$ cat config.mk
export PLATFORM = sky130hd
export DESIGN_NAME = weight_buffer
export DESIGN_NICKNAME = d
export VERILOG_FILES = /design/src/verilog/conv_pkg.sv /design/src/verilog/weight_buffer.sv
export VERILOG_INCLUDE_DIRS = /design/src /design/src/verilog
export SDC_FILE = /design/constraint.sdc
export NUM_CORES = 1
export LEC_CHECK = 0
export ABC_AREA = 0
export BUFFER_PORTS_ARGS = -buffer_cell sky130_fd_sc_hd__buf_2
export CORE_MARGIN = 3
export CORE_UTILIZATION = 55
export DETAILED_ROUTE_END_ITERATION = 12
export GPL_TIMING_DRIVEN = 1
export PLACE_DENSITY = 0.77
export SLEW_MARGIN = 20
export SYNTH_ARGS = -nofsm -noshare
export SYNTH_HDL_FRONTEND = slang
export SYNTH_SLANG_ARGS = --single-unit
$ cat constraint.sdc
create_clock -name clk -period 3.11 [get_ports clk]
set_clock_uncertainty 0.1 [all_clocks]
set_input_delay 0.4665 -clock clk [delete_from_list [all_inputs] [get_ports clk]]
set_output_delay 0.4665 -clock clk [all_outputs]
set_load 0.1 [all_outputs]
$ cat src/verilog/conv_params.svh
`ifndef CONV_PARAMS_SVH
`define CONV_PARAMS_SVH

// ------------------------------
// array size
// ------------------------------
`define ROW_NUM   8     // output channels per pass
`define COL_WORDS 4     // bus words per weight row / ifmap pixel

// ------------------------------
// bus and lane widths
// ------------------------------
`define LANES     4     // signed lanes per bus word
`define LANE_W    8
`define WORD_W    32    // bus word and psum width
`define ROW_EN_W  4     // row_en holds 1..8
`define COL_EN_W  3     // col_en holds 1..4
`define CNT_W     6     // transfer counter, covers ROW_NUM*COL_WORDS

`endif
$ cat src/verilog/conv_pkg.sv
`include "conv_params.svh"

package conv_pkg;

    // one bus word, read as byte lanes or as a single psum
    typedef union packed {
        logic signed [`LANES-1:0][`LANE_W-1:0] lanes;  // lane 0 in low byte
        logic signed [`WORD_W-1:0]             psum;
    } glb_word_t;

    typedef enum logic [2:0] {
        IDLE,
        WEIGHT_LOAD,
        IFMAP_LOAD,
        IPSUM_LOAD,
        COMPUTE,
        OPSUM_OUT
    } phase_t;

    typedef struct packed {
        logic [`ROW_EN_W-1:0] row_en;  // active rows, 1..8
        logic [`COL_EN_W-1:0] col_en;  // words per row, 1..4
    } conv_cfg_t;

    typedef struct packed {
        logic             w_start;    // entering weight load
        logic             w_wr;
        logic             if_wr;
        logic             ip_wr;
        logic             acc_en;     // whole compute phase
        logic             first_acc;  // first compute cycle
        logic             rd_out;
        logic [`CNT_W-1:0] idx;
    } buf_ctrl_t;

    typedef glb_word_t [`ROW_NUM-1:0] row_words_t;
    typedef logic signed [`ROW_NUM-1:0][`WORD_W-1:0] psum_vec_t;

endpackage

$ cat src/verilog/weight_buffer.sv
`include "conv_params.svh"

module weight_buffer import conv_pkg::*; (
    input  logic       clk,
    input  logic       reset,
    input  conv_cfg_t  cfg,
    input  buf_ctrl_t  bctl,
    input  glb_word_t  data_in,
    output row_words_t weights
);

    localparam int ROW_AW = $clog2(`ROW_NUM);
    localparam int COL_AW = $clog2(`COL_WORDS);

    glb_word_t         w_mem [`ROW_NUM][`COL_WORDS];
    logic [ROW_AW-1:0] wr_row;
    logic [COL_AW-1:0] wr_col;
    logic              col_wrap;

    assign col_wrap = (wr_col == COL_AW'(cfg.col_en - 1'b1));

    // row-major fill, col_en words per row
    always_ff @(posedge clk) begin
        if (reset || bctl.w_start) begin
            wr_row <= '0;
            wr_col <= '0;
        end else if (bctl.w_wr) begin
            if (col_wrap) begin
                wr_col <= '0;
                wr_row <= wr_row + 1'b1;
            end else begin
                wr_col <= wr_col + 1'b1;
            end
        end
    end

    always_ff @(posedge clk) begin
        if (bctl.w_wr) begin
            w_mem[wr_row][wr_col] <= data_in;
        end
    end

    // same word column to every row
    always_comb begin
        for (int r = 0; r < `ROW_NUM; r++) begin
            weights[r] = w_mem[r][bctl.idx[COL_AW-1:0]];
        end
    end

endmodule

==> impl_metrics.toml <==
[timing]
worst_pin_slew_ns = 0.937
slew_viol_final = 0
rsz0062_at_grt = "no"
finalSetupTns_ns = 0
fin_crit_sh_pct = 84.8
min_period_ns = 2.64
finalSetupViolations = 0
fmax_mhz = 379
final-hold-violation-count = 0
slew_headroom_pct = 37.5

[finish]
layout-drive-gt1-share_pct = 41.0
nets = 1880
synthToLayoutAreaGrowth_pct = 16.9
final_area_um2 = 44100
mostFrequentLayoutCell = "edfxtp_1"
layout_common_cells = "1,024 x edfxtp_1, 256 x mux4_2, 248 x buf_2"

[pwr]
power.density_nw_per_um2 = 659
ir_drop_uv = 584
leakage_uw = 0.0143
power_uw = 29100

[die]
start_util_pct = 55.9
ios = 310
die_w_um = 268
core-area_um2 = 67500
chipHeight_um = 268
num_rows = 95
die-area_um2 = 71800

[clocking]
cts_num_sinks = 1029
holdBufCountCts = 3
cts-resized-gates = 0
clockBufferDepth = 3
tritoncts = "yes"
postCtsSetupRepairBufs = 0
htree_levels = 3
root_buffer = "clkbuf_16"
clock_latency_ns = 0.62
cts_made_buffers = 99
clkTransAtPathRegs_ns = 0.06

[worst_setup_path]
worstPathMaxFanout = 21
arrival_ns = 2.07
crit_path_start_kind = "primary input"
crit_type = "in2out"
endpoint_kind = "output pin"
cp_data_required_time_ns = 2.54

[route]
drt_iter0_markers = 1789
ant_nets = 0
drc = 0
dr.pass1.iters = 5
via_per_inst = 6.15
dr_total_vias = 17100
drt-total-wl_mm = 86.1
wl_per_cell_um = 31.0

[synthesis]
synth.avg_cell_area_um2 = 26.6
synth_seq_area_share_pct = 81.8
synthesis.nets = 1478
synth_cell_types = 21
ys_ff_latch = 1029
synth_area_um2 = 37700
ys_warn_count = 0
syn-instance-count = 1419

[grt]
grt_first_pass_wirelength_mm = 123
grt_max_degree = 51
grtUsageTotal_pct = 24.4
antenna_found_initial = 7
gr-total-overflow = 0
grt_pass1_vias = 17600

[placed_design]
hpwl_mm = 46.8
port_buffers = 295
routabilityCongestion = 0.751
post_dp_cell_area_um2 = 41100

[status]
status = "complete, no violations"

[min_path]
holdCritPathClass = "in2reg"

[flow_run]
max-cap-violations = 0
## layout make-up
class	count	area, µm²
antenna	6	15.0
clock buffer	130	2640
clock inverter	48	339
fill	4222	23400
inverter	2	7.51
multi-input combinational	327	6400
sequential	1029	30800
tap	873	1090
timing repair buffer	362	2770
## cells by family (layout without fill, tap and decap cells)
group	after synthesis	count (layout)	share of synthesized area (%)
xor gates and xnor gates	2	2	0.0464
adders and majority gates	5	5	0.166
buffers and inverters	63	542	1.85
DFF	1029	1029	81.8
muxes	262	262	15.4
other	0	6	0
and+or+nand+nor	58	58	0.716
## metrics by stage
stage	util [%]	hold WS (ns)	cells	worst slack (ns)
global route	65.3	0.208	2772	0.381
CTS	65.3	0.150	2771	0.444
finish	65.3	0.182	2777	0.473
detailed placement	60.9	0.531	2590	0.443
floorplan	-	0.443	1419	0.243
global placement	60.9	0.486	2590	0.445
## path summary, 6_finish.rpt
path / startpoint / end / slack, ns / cells past startpoint
hold reg to reg: wr_col[0]$_SDFFE_PP0P_ / wr_col[0]$_SDFFE_PP0P_ / 0.57 / 2
setup / recovery: bctl[0] / weights[209] / 0.47 / 4
setup reg to reg: wr_row[0]$_SDFFE_PP0P_ / w_mem[1][65]$_DFFE_PP_ / 0.69 / 3
hold / removal: bctl[11] / wr_col[0]$_SDFFE_PP0P_ / 0.18 / 3
## synth_stat cells
| cell type | number | area (µm²) |
|---|---|---|
| mux4_2 | 256 | 5770 |
| dfxtp_1 | 5 | 100 |
| ha_1 | 5 | 62.6 |
| buf_4 | 1 | 7.51 |
| clkbuf_1 | 4 | 15.0 |
| nand3b_1 | 5 | 37.5 |
| nand3_1 | 1 | 5.00 |
| nor4_1 | 2 | 12.5 |
| xnor2_1 | 2 | 17.5 |
| mux2i_1 | 6 | 60.1 |
| inv_1 | 2 | 7.51 |
| buf_2 | 28 | 140 |
| or3_1 | 3 | 18.8 |
| buf_12 | 22 | 440 |
| buf_6 | 1 | 11.3 |
| nand2_1 | 9 | 33.8 |
| edfxtp_1 | 1024 | 30700 |
| nor2_1 | 34 | 128 |
| nand4b_1 | 2 | 17.5 |
| buf_8 | 5 | 75.1 |
| or3b_2 | 2 | 17.5 |
## power breakdown
group	switching (µW)	total (µW)	internal (µW)
clock	4780	11100	6280
combinational	2100	2680	576
sequential	16.0	15300	15300
## registers in the layout, summed over array words and instances, names as in the netlist
name,flops
wr_row,3
w_mem,1024
wr_col,2
## layer usage
| metal | routed length, µm | up-vias | track usage (%) |
|---|---|---|---|
| li1 | - | 6956 | - |
| met1 | 32300 | 9164 | 33.0 |
| met2 | 44200 | 802 | 40.3 |
| met3 | 6940 | 142 | 5.20 |
| met4 | 2690 | 4 | 8.70 |
| met5 | 27 | - | 0 |
## worst max-delay path, stage by stage
cell and delay [ns]:
buf_8 0.25, buf_4 0.40, mux4_2 0.60, buf_2 0.32
Power figures use the tool's default switching activity.
