[src/verilog/conv_params.svh]
`ifndef CONV_PARAMS_SVH
`define CONV_PARAMS_SVH

// ------------------------------
// array size
// ------------------------------
`define ROW_NUM   8     // output channels per pass
`define COL_WORDS 4     // bus words per weight row / ifmap pixel

// ------------------------------
// bus and lane widths
// ------------------------------
`define LANES     4     // signed lanes per bus word
`define LANE_W    8
`define WORD_W    32    // bus word and psum width
`define ROW_EN_W  4     // row_en holds 1..8
`define COL_EN_W  3     // col_en holds 1..4
`define CNT_W     6     // transfer counter, covers ROW_NUM*COL_WORDS

`endif
[src/verilog/conv_pkg.sv]
`include "conv_params.svh"

package conv_pkg;

    // one bus word, read as byte lanes or as a single psum
    typedef union packed {
        logic signed [`LANES-1:0][`LANE_W-1:0] lanes;  // lane 0 in low byte
        logic signed [`WORD_W-1:0]             psum;
    } glb_word_t;

    typedef enum logic [2:0] {
        IDLE,
        WEIGHT_LOAD,
        IFMAP_LOAD,
        IPSUM_LOAD,
        COMPUTE,
        OPSUM_OUT
    } phase_t;

    typedef struct packed {
        logic [`ROW_EN_W-1:0] row_en;  // active rows, 1..8
        logic [`COL_EN_W-1:0] col_en;  // words per row, 1..4
    } conv_cfg_t;

    typedef struct packed {
        logic             w_start;    // entering weight load
        logic             w_wr;
        logic             if_wr;
        logic             ip_wr;
        logic             acc_en;     // whole compute phase
        logic             first_acc;  // first compute cycle
        logic             rd_out;
        logic [`CNT_W-1:0] idx;
    } buf_ctrl_t;

    typedef glb_word_t [`ROW_NUM-1:0] row_words_t;
    typedef logic signed [`ROW_NUM-1:0][`WORD_W-1:0] psum_vec_t;

endpackage

[src/verilog/ifmap_buffer.sv]
`include "conv_params.svh"

module ifmap_buffer import conv_pkg::*; (
    input  logic      clk,
    input  logic      reset,
    input  buf_ctrl_t bctl,
    input  glb_word_t data_in,
    output glb_word_t ifmap
);

    localparam int COL_AW = $clog2(`COL_WORDS);

    glb_word_t if_mem [`COL_WORDS];  // one pixel

    always_ff @(posedge clk) begin
        if (reset) begin
            for (int k = 0; k < `COL_WORDS; k++) begin
                if_mem[k] <= '0;
            end
        end else if (bctl.if_wr) begin
            if_mem[bctl.idx[COL_AW-1:0]] <= data_in;
        end
    end

    // broadcast only while computing
    assign ifmap = bctl.acc_en ? if_mem[bctl.idx[COL_AW-1:0]] : '0;

endmodule

[config.mk]
export PLATFORM = sky130hd
export DESIGN_NAME = ifmap_buffer
export DESIGN_NICKNAME = d
export VERILOG_FILES = /design/src/verilog/conv_pkg.sv /design/src/verilog/ifmap_buffer.sv
export VERILOG_INCLUDE_DIRS = /design/src /design/src/verilog
export SDC_FILE = /design/constraint.sdc
export NUM_CORES = 1
export LEC_CHECK = 0
export ABC_AREA = 1
export BUFFER_PORTS_ARGS = -buffer_cell sky130_fd_sc_hd__buf_2
export CELL_PAD_IN_SITES_DETAIL_PLACEMENT = 0
export CELL_PAD_IN_SITES_GLOBAL_PLACEMENT = 1
export CORE_AREA = 2 2 138 140
export DETAILED_ROUTE_END_ITERATION = 6
export DIE_AREA = 0 0 140 142
export PLACE_DENSITY_LB_ADDON = 0.3
export SYNTH_ARGS = -nofsm -noshare
export SYNTH_HDL_FRONTEND = slang
export SYNTH_SLANG_ARGS = --single-unit
[constraint.sdc]
create_clock -name clk -period 9 [get_ports clk]
set_clock_uncertainty 0.1 [all_clocks]
set_input_delay 1.8 -clock clk [delete_from_list [all_inputs] [get_ports clk]]
set_output_delay 1.8 -clock clk [all_outputs]
set_load 0.03 [all_outputs]
==> run summary <==
The share of the cycle needed by the critical path after routing works out to 66.0%. The H-tree was split into 4 levels. The area of the core is 18,500 um^2. Setup repair after global routing left no endpoint under its margin. At the worst endpoint, the required time is 7100 ps. The post-synthesis register bit count is 128, and the overall die height is 142 um. The average instance in the mapped netlist occupies 8.73 um^2. The worst pin sits at a relative slew slack of 36.1%. The slowest stage of the critical path belongs to the cell buf_4.

The type of the most critical hold path is in2reg. The count of warnings emitted by yosys is 0. The post-CTS clock slew at the launch and capture registers of the worst setup and hold paths is 50 ps, and the total global-route track usage is 15.5%. The number of iterations in the first detailed-routing pass was 6. Dividing the detail-routed via count by the number of cells gives 4.30.

The critical path is of the in2out type. During placement, the flow inserted port buffers numbering 69. TritonCTS built the clock tree. After clock tree synthesis, the setup repair step added 0 buffers. Based on the critical path, the design can be clocked at up to 168 MHz. Number of antenna-violating nets in the routed design: 0. By area the synthesized netlist is led by edfxtp_1, inv_1, nand2_1, nor2_1, nand3_1. Summed over all cells, the static leakage comes to 3.65 nW.

The quantity of gates resized following cts was 0; the cell area after technology mapping was 6310 um^2. Sorting the synthesized cells by how often they occur yields inv_1, nand2_1, edfxtp_1. Setup violations remaining at the end of the flow were counted as 0. Switching fraction of total power: 24.2%.

The largest driver fanout on the critical path was 67. The critical path goes through buf_2, buf_4, inv_2, buf_4, nand2_1, nand3_1, a21oi_1, buf_2. Global routing used 28.1% of the available met2 tracks. The smallest clock period supported by the final layout is computed as 5940 ps.

The tools report the pin count of the biggest net entering global routing as 68. STA classifies the critical path endpoint as an output pin. The floorplan die width is 140 um.

The logs give 0 for the final count of pins violating max slew and 34.2% for the effective utilization at floorplan. The logs give 23,000 um for the first-pass GRT wire length and 0 ps for the sum of negative setup slack. TritonCTS created 17 clock buffers.

The synthesized instance count is 723, and the peak per-stage delay on the critical path is 600 ps. After detailed routing, the number of remaining DRC violations is 8. The routed wire length came out at 14,400 um. The share of cells above drive strength 1 was 13.1%.

Detailed placement finished with a half-perimeter wire length of 7870 um. 79 I/O pins were placed. Per report_power, the clock group accounts for 38.6% of the total. Register with the most flip-flops: if_mem. For this run the aggregate overflow at the end of global routing stands at 0. The most common cell in the netlist is inv_1.

In this run, synthesis inferred 128 flip-flops with an integrated enable. The vias after detailed routing was 4,403; the net count reported at finish was 829. Data arrives at the worst endpoint at 4040 ps. The part of the power in registers was 50.1%; the average detailed-routed wire length per instance was 14.1 um. The congestion estimate from routability-driven global placement came to 0.671.

The clock drives 128 sinks. The switching power of the nets was 345 uW; the fraction of registers with async set or reset after synthesis was 0%. The top cell type by area accounts for 60.9% of the synthesized area. VDD sags by at most 0.142 mV. The first routing iteration left 291 violations.

The worst hold margin came out at 1580 ps. The quantity of hold-fixing buffers added after cts came out at 0. The run finished, with violations left. The internal portion of the total power is 1.08 mW. In the synthesized netlist the dominant register cell turns out to be edfxtp_1. Kind of launch point of the worst setup path: an input pin. Number of flip-flops in the largest register: 128. Max-cap check violation count: 0.

The final reports fail on DRC. The largest registers in the layout are if_mem (128). The growth of design area from synthesis to finish works out to 15.1%. The number of antenna violations at the first check in global routing is 1, and the number of global-route vias before repair is 4,342.

The full die area was 19,900 um^2; the final number of hold-violating endpoints was 0. Row generation in the floorplan step produced 50 rows. The power density over the cells came out at 196 nW/um^2.

For the met1 routing resource usage after global routing, the log shows 17.9%. The dominant cell type by area after synthesis was edfxtp_1. For this run, the register share of the synthesized area comes to 60.9%. The combinational share of power was 11.3%; the actual slew at the worst max-slew pin was 957 ps. The root buffer selected by CTS was clkbuf_16.

For met3 alone, demand over resource in global routing was 4.51%. The layer flagged by global routing as most heavily used is met2. The number of nets in the synthesized netlist is 770.

Maximum number of buffers from clock root to sink: 2. Yosys mapped the design onto 15 distinct sky130hd cell types.
## per-stage QoR
step / util [%] / power (mW) / worst slack [ps] / cell area [um^2] / std cells
floorplan: - / 0.838 / 3810 / 6310 / 723
global placement: 36.9 / 0.890 / 2970 / 6810 / 997
detailed placement: 36.9 / 0.891 / 2990 / 6810 / 997
CTS: 39.4 / 1.44 / 2980 / 7260 / 1022
global route: 39.4 / 1.49 / 2840 / 7260 / 1022
finish: 39.4 / 1.43 / 3060 / 7270 / 1023
## placed cells by master (no fill, tap or decap)
| master | n |
|---|---|
| a21oi_1 | 32 |
| buf_2 | 69 |
| buf_4 | 7 |
| clkbuf_1 | 1 |
| clkbuf_16 | 17 |
| clkinv_1 | 6 |
| clkinv_2 | 1 |
| diode_2 | 1 |
| edfxtp_1 | 128 |
| inv_1 | 195 |
| inv_2 | 3 |
| nand2_1 | 162 |
| nand2_2 | 2 |
| nand3_1 | 64 |
| nor2_1 | 97 |
| nor2_4 | 1 |
| nor3_4 | 1 |
| o21ai_4 | 1 |
| o31ai_4 | 1 |
## cell families (layout without fill, tap and decap cells)
logic type             count (synthesis)  count (layout)  share of synthesized area (%)
and+or+nand+nor                      327             327                           21.0
DFF                                  128             128                           60.9
buffers and inverters                234             299                           15.4
AOI/OAI and AO/OA                     34              34                           2.74
other                                  0               1                              0
## cell type report
class                           count  area (um^2)
Clock inverter                      7         27.5
Fill cell                        1886        11200
Antenna cell                        1         2.50
Multi-Input combinational cell    361         1530
Clock buffer                       18          429
Tap cell                          234          293
Timing Repair Buffer               76          398
Sequential cell                   128         3840
Inverter                          198          743
## worst max-delay path, delay by kind of cell
kind | cells | cell delay, ps
AO/OA/AOI/OAI | 1 | 290
AND/OR/NAND/NOR | 2 | 190
buffers and inverters | 5 | 1720
## routing by layer
layer / vias to the layer above / wire length (um) / part of all wire, %
met5: - / 0 / 0
li1: 2304 / - / -
met1: 2015 / 6240 / 43
met4: 0 / 133 / 0.92
met3: 9 / 705 / 4.9
met2: 75 / 7370 / 51
## worst paths after layout
check | end | cells past startpoint | startpoint
worst max-delay path | ifmap[24] | 8 | bctl[0]
worst min-delay path | if_mem[3][5]$_DFFE_PP_ | 3 | data_in[5]
## power by group through the flow
stage	combinational [mW]	sequential [mW]	clock, mW
after global placement	0.165	0.725	0
final	0.162	0.714	0.551
after global routing	0.184	0.718	0.585
after CTS	0.166	0.714	0.560
after floorplan	0.113	0.725	0
after detailed placement	0.166	0.726	0
Note: power is estimated with default switching activity, not from simulation.
