**src/verilog/conv_params.svh**
```systemverilog
`ifndef CONV_PARAMS_SVH
`define CONV_PARAMS_SVH

// ------------------------------
// array size
// ------------------------------
`define ROW_NUM   8     // output channels per pass
`define COL_WORDS 4     // bus words per weight row / ifmap pixel

// ------------------------------
// bus and lane widths
// ------------------------------
`define LANES     4     // signed lanes per bus word
`define LANE_W    8
`define WORD_W    32    // bus word and psum width
`define ROW_EN_W  4     // row_en holds 1..8
`define COL_EN_W  3     // col_en holds 1..4
`define CNT_W     6     // transfer counter, covers ROW_NUM*COL_WORDS

`endif
```
**src/verilog/conv_pkg.sv**
```systemverilog
`include "conv_params.svh"

package conv_pkg;

    // one bus word, read as byte lanes or as a single psum
    typedef union packed {
        logic signed [`LANES-1:0][`LANE_W-1:0] lanes;  // lane 0 in low byte
        logic signed [`WORD_W-1:0]             psum;
    } glb_word_t;

    typedef enum logic [2:0] {
        IDLE,
        WEIGHT_LOAD,
        IFMAP_LOAD,
        IPSUM_LOAD,
        COMPUTE,
        OPSUM_OUT
    } phase_t;

    typedef struct packed {
        logic [`ROW_EN_W-1:0] row_en;  // active rows, 1..8
        logic [`COL_EN_W-1:0] col_en;  // words per row, 1..4
    } conv_cfg_t;

    typedef struct packed {
        logic             w_start;    // entering weight load
        logic             w_wr;
        logic             if_wr;
        logic             ip_wr;
        logic             acc_en;     // whole compute phase
        logic             first_acc;  // first compute cycle
        logic             rd_out;
        logic [`CNT_W-1:0] idx;
    } buf_ctrl_t;

    typedef glb_word_t [`ROW_NUM-1:0] row_words_t;
    typedef logic signed [`ROW_NUM-1:0][`WORD_W-1:0] psum_vec_t;

endpackage

```
**src/verilog/conv_ctrl.sv**
```systemverilog
`include "conv_params.svh"

module conv_ctrl import conv_pkg::*; (
    input  logic      clk,
    input  logic      reset,
    input  conv_cfg_t cfg,
    input  logic      valid_w,
    input  logic      valid_if,
    input  logic      valid_ip,
    input  logic      ready_op,
    output logic      ready_w,
    output logic      ready_if,
    output logic      ready_ip,
    output logic      valid_op,
    output buf_ctrl_t bctl
);

    phase_t            phase;
    phase_t            next_phase;
    logic [`CNT_W-1:0] cnt;
    logic [`CNT_W-1:0] w_last;
    logic [`CNT_W-1:0] row_last;
    logic [`CNT_W-1:0] col_last;
    logic              w_hs;
    logic              if_hs;
    logic              ip_hs;
    logic              op_hs;
    logic              advance;

    // ------------------------------
    // end counts from cfg
    // ------------------------------
    assign w_last   = `CNT_W'(cfg.row_en) * `CNT_W'(cfg.col_en) - `CNT_W'(1);
    assign row_last = `CNT_W'(cfg.row_en) - `CNT_W'(1);  // ipsum / opsum
    assign col_last = `CNT_W'(cfg.col_en) - `CNT_W'(1);  // ifmap / compute

    assign ready_w  = (phase == WEIGHT_LOAD);
    assign ready_if = (phase == IFMAP_LOAD);
    assign ready_ip = (phase == IPSUM_LOAD);
    assign valid_op = (phase == OPSUM_OUT);

    assign w_hs  = ready_w && valid_w;
    assign if_hs = ready_if && valid_if;
    assign ip_hs = ready_ip && valid_ip;
    assign op_hs = valid_op && ready_op;

    assign advance = w_hs || if_hs || ip_hs || op_hs || (phase == COMPUTE);

    // ------------------------------
    // phase sequencing
    // ------------------------------
    always_comb begin
        next_phase = phase;
        case (phase)
            IDLE: begin
                if (valid_w) begin
                    next_phase = WEIGHT_LOAD;  // new weights win
                end else if (valid_if) begin
                    next_phase = IFMAP_LOAD;   // reuse stored weights
                end
            end
            WEIGHT_LOAD: if (w_hs && cnt == w_last) next_phase = IFMAP_LOAD;
            IFMAP_LOAD:  if (if_hs && cnt == col_last) next_phase = IPSUM_LOAD;
            IPSUM_LOAD:  if (ip_hs && cnt == row_last) next_phase = COMPUTE;
            COMPUTE:     if (cnt == col_last) next_phase = OPSUM_OUT;
            OPSUM_OUT:   if (op_hs && cnt == row_last) next_phase = IDLE;
            default:     next_phase = IDLE;
        endcase
    end

    always_ff @(posedge clk) begin
        if (reset) begin
            phase <= IDLE;
            cnt   <= '0;
        end else begin
            phase <= next_phase;
            if (next_phase != phase) begin
                cnt <= '0;                   // restart on every phase change
            end else if (advance) begin
                cnt <= cnt + `CNT_W'(1);
            end
        end
    end

    // ------------------------------
    // buffer controls
    // ------------------------------
    assign bctl.w_start   = (phase == IDLE) && (next_phase == WEIGHT_LOAD);
    assign bctl.w_wr      = w_hs;
    assign bctl.if_wr     = if_hs;
    assign bctl.ip_wr     = ip_hs;
    assign bctl.acc_en    = (phase == COMPUTE);
    assign bctl.first_acc = (phase == COMPUTE) && (cnt == '0);
    assign bctl.rd_out    = valid_op;
    assign bctl.idx       = cnt;

endmodule

```
**config.mk**
```make
export PLATFORM = sky130hd
export DESIGN_NAME = conv_ctrl
export DESIGN_NICKNAME = d
export VERILOG_FILES = /design/src/verilog/conv_pkg.sv /design/src/verilog/conv_ctrl.sv
export VERILOG_INCLUDE_DIRS = /design/src /design/src/verilog
export SDC_FILE = /design/constraint.sdc
export NUM_CORES = 1
export LEC_CHECK = 0
export ABC_AREA = 0
export BUFFER_PORTS_ARGS = -buffer_cell sky130_fd_sc_hd__buf_2
export CORE_MARGIN = 8
export CORE_UTILIZATION = 54
export CTS_CLUSTER_DIAMETER = 60
export DETAILED_ROUTE_END_ITERATION = 6
export PLACE_DENSITY = 0.8
export RECOVER_POWER = 100
export SLEW_MARGIN = 20
export SYNTH_ARGS = -nofsm -noshare
export SYNTH_HDL_FRONTEND = slang
export SYNTH_SLANG_ARGS = --single-unit
```
**constraint.sdc**
```tcl
create_clock -name clk -period 3.21 [get_ports clk]
set_input_delay 0.321 -clock clk [delete_from_list [all_inputs] [get_ports clk]]
set_output_delay 0.321 -clock clk [all_outputs]
set_load 0.01 [all_outputs]
```
==> flow_metrics.tcl <==
set metrics [dict create \
    cts-htree-levels 1 \
    num_vias 1181 \
    cts_buffers 3 \
    min_period_ns 3.002 \
    root_buffer "clkbuf_4" \
    syn_area_per_cell_um2 7.991 \
    avgRoutedWirePerCell_um 13.97 \
    maxCapViolCount 0 \
    grt_overflow_total 0 \
    p_leak_nw 0.6507 \
    power_density_nw_per_um2 293.0 \
    holdPathStages 2 \
    cts.sinks 9 \
    syn_inst 163 \
    slowest_stage "fa_1" \
    ant_nets 0 \
    min_from "reset" \
    rsz0062_at_grt "no" \
    cp.buffers_inverters 2 \
    worst_slew_pin_slew_ns 0.8333 \
    synth_edf_count 0 \
    synthArstFlopShare_pct 0 \
    internal-power_uw 258.9 \
    grt_pass1_wl_mm 5.092 \
    status "finished, final reports clean" \
    report.final.slew_viol_count 0 \
    die_h_um 65.11 \
    dp_hpwl_mm 2.560 \
    r2r-end "cnt[3]$_SDFFE_PP0P_" \
    firstDrtPassIters 4 \
    place_area_um2 1449 \
    switching_share_pct 38.54 \
    min_to "phase[0]$_SDFF_PP0_" \
    ys_ff_latch 9 \
    max_freq_mhz 333.1 \
    ys_warn_count 0 \
    grt_max_degree 15 \
    antenna_found_initial 0 \
    ff2ff_path_depth 6 \
    die_area_um2 4239 \
    start_util_pct 57.77 \
    rrSetupSlack_ns 0.64 \
    finalInstanceArea_um2 1438 \
    cts_tree "done" \
    placementRows 17 \
    startpoint_type "input pin" \
    cp_common_cell "ha_1" \
    clk_latency_ns 0.26 \
    nFillCells 218 \
    synth_cell_types 41 \
    hold_buffers 0 \
    worst_slack_ns 0.2081 \
    vdd_drop_max_uv 274.4 \
    synth_ff_type "dfxtp_1" \
    grt_pass1_vias 1137 \
    hold_viol_final 0 \
    p_seq_share_pct 30.6 \
    power_frac_clock_pct 20.5 \
    syn-cell-area_um2 1302 \
    area_growth_pct 10.37 \
    final_cell_mix "inv_1 (17), clkbuf_1 (17), nand2_1 (15), ha_1 (13), nor2_1 (12)" \
    maxSlewHeadroom_pct 44.07 \
    slowest_delay_ns 0.53 \
    critical_path_arrival_ns 3.14 \
    power_frac_comb_pct 48.9 \
    fp.dieW_um 65.11 \
    cts-resized-gates 0 \
    clk_pin_slew_worst_paths_ns 0.06 \
    antenna_cells 0 \
    required_ns 3.35 \
    path_max_fanout 6 \
    clockBufferDepth 2 \
    numPortBuffers 29 \
    wirelength_mm 3.045 \
    viasPerCell 5.417 \
    path_cells "clkbuf_2, nand2_1, ha_1, fa_1, inv_1, ha_1, nor2b_1, o21a_1, or3_4, a2111oi_4, or3b_1, nor2_2" \
    synth_nets 192 \
    setup_viol 0 \
    ys_seq_area_share_pct 13.83 \
    hp-class "in -> reg" \
    period_share_pct 93.52 \
    r2r_start "cnt[4]$_SDFFE_PP0P_" \
    drc 0 \
    finClkSkew_ns 0.002848 \
    cpLargestDelayFamily "adder cells" \
    crit_type "in -> reg" \
    cp-end-kind "flop" \
    drtIter0Drc 35 \
    power.switching_uw 162.3 \
    coreArea_um2 2255 \
    place_congestion 0.9682 \
    io_pins 30 \
    pre_cts_slack_ns -0.05901 \
    drive_gt1_share_pct 17.37 \
    finalNetCount 220 \
    post-cts-setup-buffers 0 \
    track_usage_pct 14.63 \
]
-- layer usage --
layer  track usage, %  vias to the layer above  part of all wire [%]
li1                 -                      600                     -
met1            17.34                      554                    45
met2            26.71                       25                    52
met3            1.525                        2                   3.5
met4            4.905                        0                  0.26
met5                0                        -                     0
-- synthesized netlist by cell type, drive strengths merged (4+ instances only) --
cell type | instances | share of area (%)
nand2 | 15 | 4.3
nand4 | 4 | 1.9
and3 | 4 | 1.9
buf | 9 | 5.2
xor2 | 10 | 6.7
ha | 13 | 12
nor2 | 19 | 6.8
inv | 17 | 4.9
dfxtp | 9 | 14
xnor2 | 11 | 7.4
a311oi | 4 | 4.0
a21oi | 7 | 2.7
nand2b | 4 | 1.9
-- kinds of logic (layout without fill, tap and decap cells) --
group | after synthesis | in the layout | synth area share, %
buffers and inverters | 29 | 56 | 10.95
AO/OA/AOI/OAI | 23 | 23 | 15.47
AND/OR/NAND/NOR | 63 | 63 | 26.03
flip-flops | 9 | 9 | 13.83
XOR/XNOR | 22 | 22 | 15.85
adder cells (fa/ha/maj) | 16 | 16 | 17.10
multiplexers | 1 | 1 | 0.7685
-- area by class of cell --
type                    instances  area (µm²)  area share (%)
clock buffers                   3       22.52           1.567
repair buffers                 35       168.9           11.75
multi-input cells             125       962.2           66.93
well taps                      28       35.03           2.437
inverters                      17       63.81           4.439
clock inverters                 1       5.005          0.3481
flip-flops and latches          9       180.2           12.53
-- worst reg2reg max path, stage by stage, from the launching register on --
cell and delay, ns:
dfxtp_1 0.40, nor2_2 0.17, or4b_4 0.47, a311oi_1 0.73, a311oi_1 0.20, or3b_1 0.41, nor2_2 0.08
-- state kept, by name (all words and copies together), names as in the netlist --
register / count
phase: 3
cnt: 6
-- power groups by stage --
| stage | Sequential, mW | Combinational, mW | Clock [mW] |
|---|---|---|---|
| 6_report | 0.129 | 0.206 | 0.0864 |
| 5_1_grt | 0.130 | 0.231 | 0.0953 |
| 4_1_cts | 0.128 | 0.212 | 0.0893 |
| 3_5_place_dp | 0.131 | 0.210 | 0 |
| 3_3_place_gp | 0.130 | 0.203 | 0 |
| 2_1_floorplan | 0.123 | 0.166 | 0 |
-- through the flow --
stage | hold slack, ns | instances | total power, mW | setup TNS (ns) | utilization, %
finish | 0.2577 | 218 | 0.4212 | 0 | 63.76
global route | 0.2527 | 218 | 0.4567 | 0 | 63.76
CTS | 0.2556 | 218 | 0.4295 | 0 | 65.48
detailed placement | 0.5349 | 214 | 0.3411 | -0.3143 | 64.26
global placement | 0.5281 | 214 | 0.3329 | 0 | 64.26
floorplan | 0.3901 | 163 | 0.2881 | 0 | -
-- how the worst max path moves through the flow --
stage | cells after the start | startpoint | slack [ns] | to
2_1_floorplan | 12 | cfg[2] | 0.25 | cnt[0]$_SDFFE_PP0P_
3_3_place_gp | 12 | cfg[2] | 0.05 | cnt[3]$_SDFFE_PP0P_
3_5_place_dp | 11 | cfg[2] | -0.06 | cnt[2]$_SDFFE_PP0P_
4_1_cts | 11 | cfg[2] | 0.20 | cnt[3]$_SDFFE_PP0P_
5_1_grt | 11 | cfg[2] | 0.03 | cnt[3]$_SDFFE_PP0P_
6_report | 12 | cfg[2] | 0.21 | cnt[3]$_SDFFE_PP0P_
Power figures use the tool's default switching activity.
